[config.mk]
export PLATFORM = sky130hd
export DESIGN_NAME = uart_top
export DESIGN_NICKNAME = d
export VERILOG_FILES = /design/src/hw/uart_pkg.sv /design/src/hw/uart_rx.sv /design/src/hw/uart_top.sv /design/src/hw/uart_tx.sv
export SDC_FILE = /design/constraint.sdc
export NUM_CORES = 1
export LEC_CHECK = 0
export BUFFER_PORTS_ARGS = -buffer_cell sky130_fd_sc_hd__clkbuf_2
export CAP_MARGIN = 20
export CELL_PAD_IN_SITES_DETAIL_PLACEMENT = 0
export CELL_PAD_IN_SITES_GLOBAL_PLACEMENT = 2
export CORE_MARGIN = 5
export CORE_UTILIZATION = 38
export CTS_CLUSTER_DIAMETER = 100
export DETAILED_ROUTE_END_ITERATION = 8
export PLACE_DENSITY_LB_ADDON = 0.1
export SETUP_SLACK_MARGIN = 0.1
export SLEW_MARGIN = 30
export SYNTH_ARGS = -nofsm -noshare
export SYNTH_HDL_FRONTEND = slang
export SYNTH_SLANG_ARGS = --single-unit
[constraint.sdc]
create_clock -name clk -period 2.2 [get_ports clk]
set_input_delay 0.22 -clock clk [delete_from_list [all_inputs] [get_ports clk]]
set_output_delay 0.22 -clock clk [all_outputs]
set_load 0.1 [all_outputs]
[src/hw/uart_pkg.sv]
package uart_pkg;

	localparam int DATA_WIDTH     = 8;
	localparam int CLOCKS_PER_BIT = 8;
	localparam int SAMPLE_POINT   = CLOCKS_PER_BIT / 2;   // mid-bit sampling
	localparam int SYNC_STAGES    = 3;
	localparam int FRAME_BITS     = DATA_WIDTH + 3;       // start, data, parity, stop
	localparam bit PARITY_ODD     = 1'b0;                 // even parity

	// counter widths derived from the sizes above
	localparam int TIMER_WIDTH = $clog2(CLOCKS_PER_BIT);
	localparam int INDEX_WIDTH = $clog2(DATA_WIDTH);

	typedef enum logic [2:0] {
		TX_IDLE,
		TX_START,
		TX_DATA,
		TX_PARITY,
		TX_STOP
	} tx_state_e;

	typedef enum logic [2:0] {
		RX_IDLE,
		RX_START,
		RX_DATA,
		RX_PARITY,
		RX_STOP
	} rx_state_e;

	typedef struct packed {
		logic [DATA_WIDTH-1:0] data;
		logic                  parity_err;   // parity sample mismatch
		logic                  frame_err;    // stop sample was low
	} rx_result_t;

	// parity bit as sent on the line
	function automatic logic parity_of(input logic [DATA_WIDTH-1:0] data);
		return (^data) ^ PARITY_ODD;
	endfunction

endpackage

[src/hw/uart_rx.sv]
`timescale 1ns/1ps

module uart_rx (
	input  logic                 clk,
	input  logic                 reset,
	input  logic                 i_serial,
	output logic                 o_valid,
	output uart_pkg::rx_result_t o_result
);
	import uart_pkg::*;

	// synchronizer and edge detect
	logic [SYNC_STAGES-1:0] sync_q;
	logic                   line;
	logic                   line_prev;
	logic                   line_fall;

	// sampler
	rx_state_e              state;
	logic [TIMER_WIDTH-1:0] bit_timer;
	logic [INDEX_WIDTH-1:0] data_index;
	logic [DATA_WIDTH-1:0]  data_q;
	logic                   parity_q;
	logic                   stop_q;
	logic                   frame_done;
	logic                   start_tick;
	logic                   bit_tick;

	assign line      = sync_q[SYNC_STAGES-1];
	assign line_fall = line_prev && !line;

	// start bit is checked half a bit in, the rest a full bit apart
	assign start_tick = (bit_timer == TIMER_WIDTH'(SAMPLE_POINT - 1));
	assign bit_tick   = (bit_timer == TIMER_WIDTH'(CLOCKS_PER_BIT - 1));

	always_ff @(posedge clk) begin
		if (reset) begin
			sync_q    <= '1;   // idle line level
			line_prev <= 1'b1;
		end else begin
			sync_q    <= {sync_q[SYNC_STAGES-2:0], i_serial};
			line_prev <= line;
		end
	end

	// sampled payload
	always_ff @(posedge clk) begin
		if (state == RX_DATA && bit_tick) begin
			data_q <= {line, data_q[DATA_WIDTH-1:1]};   // lsb arrives first
		end
		if (state == RX_PARITY && bit_tick) begin
			parity_q <= line;
		end
		if (state == RX_STOP && bit_tick) begin
			stop_q <= line;
		end
	end

	always_ff @(posedge clk) begin
		if (reset) begin
			state      <= RX_IDLE;
			bit_timer  <= '0;
			data_index <= '0;
			frame_done <= 1'b0;
		end else begin
			frame_done <= 1'b0;
			case (state)
				RX_IDLE: begin
					if (line_fall) begin
						state     <= RX_START;
						bit_timer <= '0;
					end
				end

				RX_START: begin
					bit_timer <= bit_timer + 1'b1;
					if (start_tick) begin
						bit_timer  <= '0;
						data_index <= '0;
						if (line) begin
							state <= RX_IDLE;   // glitch, not a start bit
						end else begin
							state <= RX_DATA;
						end
					end
				end

				RX_DATA: begin
					bit_timer <= bit_timer + 1'b1;
					if (bit_tick) begin
						bit_timer  <= '0;
						data_index <= data_index + 1'b1;
						if (data_index == INDEX_WIDTH'(DATA_WIDTH - 1)) begin
							state <= RX_PARITY;
						end
					end
				end

				RX_PARITY: begin
					bit_timer <= bit_timer + 1'b1;
					if (bit_tick) begin
						state     <= RX_STOP;
						bit_timer <= '0;
					end
				end

				RX_STOP: begin
					bit_timer <= bit_timer + 1'b1;
					if (bit_tick) begin
						state      <= RX_IDLE;   // free for the next start edge
						bit_timer  <= '0;
						frame_done <= 1'b1;
					end
				end

				default: begin
					state <= RX_IDLE;
				end
			endcase
		end
	end

	// frame check stage, data is passed on even with a flag set
	always_ff @(posedge clk) begin
		if (frame_done) begin
			o_result.data       <= data_q;
			o_result.parity_err <= (parity_q != parity_of(data_q));
			o_result.frame_err  <= !stop_q;
		end
	end

	always_ff @(posedge clk) begin
		if (reset) begin
			o_valid <= 1'b0;
		end else begin
			o_valid <= frame_done;   // one pulse per frame
		end
	end

endmodule

[src/hw/uart_top.sv]
`timescale 1ns/1ps

module uart_top (
	input  logic                            clk,
	input  logic                            reset,

	// transmit side
	input  logic                            i_tx_enable,
	input  logic [uart_pkg::DATA_WIDTH-1:0] i_tx_data,
	output logic                            o_tx_busy,
	output logic                            o_serial_out,

	// receive side
	input  logic                            i_serial_in,   // async to clk
	output logic                            o_rx_valid,
	output uart_pkg::rx_result_t            o_rx_result
);
	import uart_pkg::*;

	logic [DATA_WIDTH-1:0] tx_data;
	logic                  tx_busy;
	logic                  tx_serial;
	logic                  rx_valid;
	rx_result_t            rx_result;

	assign tx_data      = i_tx_data;
	assign o_tx_busy    = tx_busy;
	assign o_serial_out = tx_serial;
	assign o_rx_valid   = rx_valid;
	assign o_rx_result  = rx_result;

	uart_tx u_tx (
		.clk      (clk),
		.reset    (reset),
		.i_enable (i_tx_enable),
		.i_data   (tx_data),
		.o_busy   (tx_busy),
		.o_serial (tx_serial)
	);

	uart_rx u_rx (
		.clk      (clk),
		.reset    (reset),
		.i_serial (i_serial_in),
		.o_valid  (rx_valid),
		.o_result (rx_result)
	);

endmodule

[src/hw/uart_tx.sv]
`timescale 1ns/1ps

module uart_tx (
	input  logic                            clk,
	input  logic                            reset,
	input  logic                            i_enable,
	input  logic [uart_pkg::DATA_WIDTH-1:0] i_data,
	output logic                            o_busy,
	output logic                            o_serial
);
	import uart_pkg::*;

	tx_state_e              state;
	logic [FRAME_BITS-2:0]  shift_q;     // bits queued behind the one on the line
	logic [TIMER_WIDTH-1:0] bit_timer;
	logic [INDEX_WIDTH-1:0] data_index;
	logic [FRAME_BITS-1:0]  frame;
	logic                   accept;
	logic                   bit_done;

	// stop, parity, data lsb first, start
	assign frame = {1'b1, parity_of(i_data), i_data, 1'b0};

	assign accept   = i_enable && !o_busy;
	assign bit_done = (bit_timer == TIMER_WIDTH'(CLOCKS_PER_BIT - 1));

	// frame payload, loaded on acceptance and shifted once per bit
	always_ff @(posedge clk) begin
		if (accept) begin
			shift_q <= frame[FRAME_BITS-1:1];
		end else if (o_busy && bit_done) begin
			shift_q <= {1'b1, shift_q[FRAME_BITS-2:1]};   // back-fill with idle level
		end
	end

	always_ff @(posedge clk) begin
		if (reset) begin
			state      <= TX_IDLE;
			o_busy     <= 1'b0;
			o_serial   <= 1'b1;   // line idles high
			bit_timer  <= '0;
			data_index <= '0;
		end else begin
			case (state)
				TX_IDLE: begin
					if (accept) begin
						state     <= TX_START;
						o_busy    <= 1'b1;
						o_serial  <= frame[0];   // start bit on the next cycle
						bit_timer <= '0;
					end
				end

				TX_START: begin
					bit_timer <= bit_timer + 1'b1;
					if (bit_done) begin
						state      <= TX_DATA;
						o_serial   <= shift_q[0];
						bit_timer  <= '0;
						data_index <= '0;
					end
				end

				TX_DATA: begin
					bit_timer <= bit_timer + 1'b1;
					if (bit_done) begin
						o_serial   <= shift_q[0];
						bit_timer  <= '0;
						data_index <= data_index + 1'b1;
						if (data_index == INDEX_WIDTH'(DATA_WIDTH - 1)) begin
							state <= TX_PARITY;   // last data bit done
						end
					end
				end

				TX_PARITY: begin
					bit_timer <= bit_timer + 1'b1;
					if (bit_done) begin
						state     <= TX_STOP;
						o_serial  <= shift_q[0];   // stop bit
						bit_timer <= '0;
					end
				end

				TX_STOP: begin
					bit_timer <= bit_timer + 1'b1;
					if (bit_done) begin
						state     <= TX_IDLE;
						o_busy    <= 1'b0;   // ready again after the full stop bit
						o_serial  <= 1'b1;
						bit_timer <= '0;
					end
				end

				default: begin
					state    <= TX_IDLE;
					o_busy   <= 1'b0;
					o_serial <= 1'b1;
				end
			endcase
		end
	end

endmodule

==> results.cfg, run 1 <==
[clock_network]
clk_path_buf_depth = 2
cts_setup_buffers = 0
cts-root-buf = clkbuf_8
ctsHoldBuffers = 0
cts_tree = built
cts_max_level = 2
clock_latency_ps = 310
path_clk_slew_ps = 110
cts_buffers = 5
clock_sinks = 55
ctsResizeCount = 0

[logic_synthesis]
synth_area_leaders = edfxtp_1 34%, dfxtp_1 20%, nand2_1 5.7%, ha_1 5.3%, xnor2_1 5.1%
synth_top_area_cell = edfxtp_1
synth-async-reset-ratio_pct = 0
synth_edf_count = 29
syn_inst = 238
synth-seq-cells = 55
synth_nets = 261
synth_flop_cell = edfxtp_1
syn_area_per_cell_um2 = 10.82
yosysWarnings = 0
ys_types = 44
yosysSeqAreaShare_pct = 54.01
netlist_area_um2 = 2576
synthDominantCellAreaShare_pct = 33.80

[power]
power_mw = 1.934
power.leakage_nw = 1.105
ir_drop_uv = 311.6
p_per_area_nw_per_um2 = 680.0

[worst_setup_path]
crit_fanout = 11
cp.required_ps = 2180
rrSetupSlack_ps = 490
worstSetupPathType = flip-flop to flip-flop
crit_arrival_ps = 1690
end_kind = flip-flop
cp-start-kind = flip-flop

[cells_and_area]
seq_area_um2 = 1391
final_core_util_pct = 42.57
fillerInstances = 668
n_antenna_cell = 0
areaGrowthSynthToFinish_pct = 10.39
drive_above_1_share_pct = 18.32
layout_commonest_cell = nand2_1
fin_cells = 342
nets = 284
design_area_um2 = 2844
final_cell_mix = 39 x nand2_1, 29 x edfxtp_1, 26 x dfxtp_1, 24 x clkbuf_2, 18 x nor2_1
multiInputGateArea_um2 = 1095

[placed_design]
gp_congestion = 0.7132
place_hpwl_um = 3043
io_buffers = 24
dpl.cell_count = 334
placed_area_um2 = 2748

[die]
coreArea_um2 = 6681
chipHeight_um = 92.34
rows = 30
start_util_pct = 38.56
die_w_um = 92.34
ios = 25
die_area_um2 = 8526

[global_route]
grt_max_degree = 27
grt_pass1_wl_um = 7638
grt_pass1_vias = 1636
antenna_found_initial = 0
grt.overflow.total = 0
grt_util_all_layers_pct = 11.20

[route]
route.detailed.drc = 0
ant_nets = 0
wl_per_cell_um = 12.91
wl_um = 4414
drtIter0Drc = 50
firstDrtPassIters = 4
routed_via_density = 4.921
vias = 1683

[status]
outcome = completed

[timing]
rsz0062_at_grt = false
fin_crit_sh_pct = 77.85
min_period_ps = 1713
tns_ps = 0
finalMaxSlewViolations = 0
clock.fmax_mhz = 583.9
tightestPinTransition_ps = 604.7
slew_headroom_pct = 59.69
hold_viol = 0
finalSetupViolations = 0
skew_ps = 4.644

[hold_path]
hp-class = input pin to flip-flop

[flow_run]
drv_cap = 0
==> path summary, 6_finish.rpt <==
check | start | to | depth (start not counted)
setup reg to reg | u_tx.bit_timer[0] | u_tx.shift_q[0] | 4
setup / recovery | u_tx.bit_timer[0] | u_tx.shift_q[0] | 4
hold reg to reg | u_rx.sync_q[1] | u_rx.sync_q[2] | 1
hold / removal | i_serial_in | u_rx.sync_q[0] | 2
==> stage by stage <==
stage / hold slack (ps) / setup WS (ps)
floorplan: 291.6 / 194.7
global placement: 392.1 / 530.5
finish: 90.94 / 487.4
global route: 90.82 / 311.8
detailed placement: 393.7 / 474.2
CTS: 81.75 / 462.6
==> registers in the layout, summed over array words and instances (netlist names) <==
name             cells
u_rx.line_prev       1
u_tx.o_serial        1
u_rx.data_q          8
u_rx.parity_q        1
u_rx.data_index      3
u_rx.stop_q          1
u_rx.bit_timer       3
u_rx.o_valid         1
u_tx.o_busy          1
u_rx.frame_done      1
u_rx.o_result       10
u_rx.sync_q          3
u_tx.state           3
u_tx.data_index      3
u_tx.bit_timer       3
u_rx.state           3
u_tx.shift_q         9
==> power breakdown <==
group / internal (mW) / switching [mW]
clock network: 0.237 / 0.358
logic: 0.0804 / 0.119
registers: 1.11 / 0.0307
total: 1.43 / 0.507
==> critical path, cell delays in order, from the launching register on <==
cell     delay (ps)
dfxtp_1         420
ha_1            170
ha_1            390
nand2_1          90
nand2_1         310
==> cell families after synthesis <==
family | synth area share, %
AND/OR/NAND/NOR | 18.89
flip-flops | 54.01
AO/OA/AOI/OAI | 11.36
XOR/XNOR | 6.120
buffers and inverters | 3.497
adder cells (fa/ha/maj) | 5.342
multiplexers | 0.7771
==> cell usage after synthesis (2+ instances only) <==
master and count:
nor2b_1 8, xnor2_1 15, buf_2 3, edfxtp_1 29, nor2_1 18, a21oi_1 12
dfxtp_1 26, ha_1 11, nand2b_1 6, nand3_1 3, a31oi_1 4, or2_2 4
clkbuf_1 3, nand2_1 39, nand3b_1 2, nor3_1 4, inv_1 5, buf_6 3
a211o_1 2, o21ai_0 5, xor2_1 3, o21ai_1 2, a211oi_1 5, o21a_1 2
mux2i_1 2, a2bb2oi_1 3, nor3_2 2
==> cell type report <==
type | instances | share of cell area (%)
Inverter | 5 | 0.6599
Clock inverter | 3 | 0.9679
Timing Repair Buffer | 27 | 5.015
Multi-Input combinational cell | 167 | 38.50
Sequential cell | 55 | 48.92
Tap cell | 80 | 3.520
Clock buffer | 5 | 2.420
==> layer usage <==
metal | share of wire [%] | up-vias | routed length, µm | global-route usage, %
li1 | - | 878 | - | -
met1 | 48 | 775 | 2130 | 14.67
met2 | 47 | 25 | 2074 | 17.64
met3 | 3.6 | 5 | 159 | 3.168
met4 | 1.1 | 0 | 50 | 4.084
met5 | 0 | - | 0 | 0
Power figures use the tool's default switching activity.
==> run 2: changes to the inputs <==
clock period = 1.6 ns   (was 2.2 ns; I/O delays follow)
==> run 2 against run 1 <==
Effect of this change: critical path type unchanged; combinational power up 64%; sequential power grew 37%; critical endpoint is now u_rx.data_index[2]; sequential share of layout area decreased by 3.3 points; hold slack got worse by 46 ps; non-clock buffer count is 16 higher; via count rose by 5.0%.
==> results.cfg, run 2 (same netlist as run 1, synthesis figures left out) <==
[status]
outcome = completed

[die]
die_area_um2 = 8526
chipHeight_um = 92.34
die_w_um = 92.34
coreArea_um2 = 6681
start_util_pct = 38.56
rows = 30
ios = 25

[global_route]
grt_use_met2_pct = 18.07
grt_pass1_wl_um = 7852
grt.overflow.total = 0
grt_pass1_vias = 1656
grt_max_degree = 21
grt_util_all_layers_pct = 11.50
met1_usage_pct = 15.08
antenna_found_initial = 0
grt-busiest-layer = met2
met3_usage_pct = 3.006

[clock_network]
clock_latency_ps = 310
clock_sinks = 55
ctsHoldBuffers = 0
cts_tree = built
cts_max_level = 2
clk_path_buf_depth = 2
path_clk_slew_ps = 110
cts-root-buf = clkbuf_8
cts_buffers = 5

[route]
route.detailed.drc = 0
vias = 1767
ant_nets = 0
routed_via_density = 4.936
firstDrtPassIters = 4
wl_um = 4683
wl_per_cell_um = 13.08
drtIter0Drc = 64

[worst_setup_path]
cp.required_ps = 1840
cp-start-kind = flip-flop
end_kind = flip-flop
crit_fanout = 5
crit_arrival_ps = 1650
worstSetupPathType = flip-flop to flip-flop

[placed_design]
place_hpwl_um = 3331
io_buffers = 24
dpl.cell_count = 349
place_worst_setup_slack_ps = 33.19
gp_congestion = 0.7381
placed_area_um2 = 2888

[power]
p_sw_share_pct = 26.27
p_per_area_nw_per_um2 = 879.4
seqPwrFrac_pct = 57.8
clkPwrFrac_pct = 30.2
power_mw = 2.704
power.internal_mw = 1.993
ir_drop_uv = 352.9
comb_power_share_pct = 12.1
power_switching_mw = 0.7102
power.leakage_nw = 1.190

[timing]
skew_ps = 11.61
clock.fmax_mhz = 712.3
tightestPinTransition_ps = 542.6
fin_crit_sh_pct = 87.74
fin_ws_ps = 196.2
fin_hold_ws_ps = 44.87
tns_ps = 0
hold_viol = 0
finalSetupViolations = 0
rsz0062_at_grt = false
finalMaxSlewViolations = 0
min_period_ps = 1404
slew_headroom_pct = 63.98

[cells_and_area]
fillerInstances = 658
largestRegisters = u_rx.o_result (10), u_tx.shift_q (9), u_rx.data_q (8)
n_antenna_cell = 0
areaGrowthSynthToFinish_pct = 19.33
largest_reg_flops = 10
fin_cells = 358
drive_above_1_share_pct = 28.42
final_core_util_pct = 46.01
largest_register = u_rx.o_result
layout_commonest_cell = nand2_1
final_cell_mix = 39 x nand2_1, 29 x edfxtp_1, 24 x clkbuf_2, 22 x dfxtp_1, 18 x nor2_1
design_area_um2 = 3074
nets = 300

[flow_run]
drv_cap = 0

[hold_path]
hp-class = input pin to flip-flop
run 2: final timing paths:
path / end / slack, ps / start / depth (start not counted)
min: u_rx.sync_q[0] / 40 / i_serial_in / 2
max: u_rx.data_index[2] / 200 / u_rx.bit_timer[0] / 6
min reg2reg: u_rx.sync_q[1] / 420 / u_rx.sync_q[0] / 1
max reg2reg: u_rx.data_index[2] / 200 / u_rx.bit_timer[0] / 6
run 2: critical path, cell delays in order, from the launching register on:
cell and delay [ps]:
dfxtp_4 380, ha_4 170, ha_4 160, nand3b_1 110, a21oi_2 260, nand3_1 100, a21oi_1 150
run 2: repair_timing:
item | CTS | global route
endpoints found under the hold margin | 0 | 0
pin swaps | 0 | 4
gates resized for setup | 7 | 13
endpoints found under the setup margin | 12 | 17
buffers inserted | 0 | 1
run 2: area by class of cell:
class | count | area (µm²) | area share [%]
well taps | 80 | 100.1 | 3.256
clock buffers | 5 | 68.82 | 2.239
clock inverters | 3 | 27.53 | 0.8954
inverters | 5 | 18.77 | 0.6105
multi-input cells | 167 | 1175 | 38.22
flip-flops and latches | 55 | 1401 | 45.58
repair buffers | 43 | 282.8 | 9.198
run 2: power by group through the flow:
stage | logic (mW) | clock network, mW | registers, mW
after global placement | 0.326 | 0 | 1.59
final | 0.327 | 0.815 | 1.56
after CTS | 0.327 | 0.841 | 1.56
after detailed placement | 0.322 | 0 | 1.59
after floorplan | 0.204 | 0 | 1.62
after global routing | 0.359 | 0.902 | 1.57
run 2: metal layers:
metal / part of all wire (%) / up-vias
li1: - / 906
met1: 49 / 831
met2: 46 / 20
met3: 2.9 / 10
met4: 1.8 / 0
met5: 0 / -
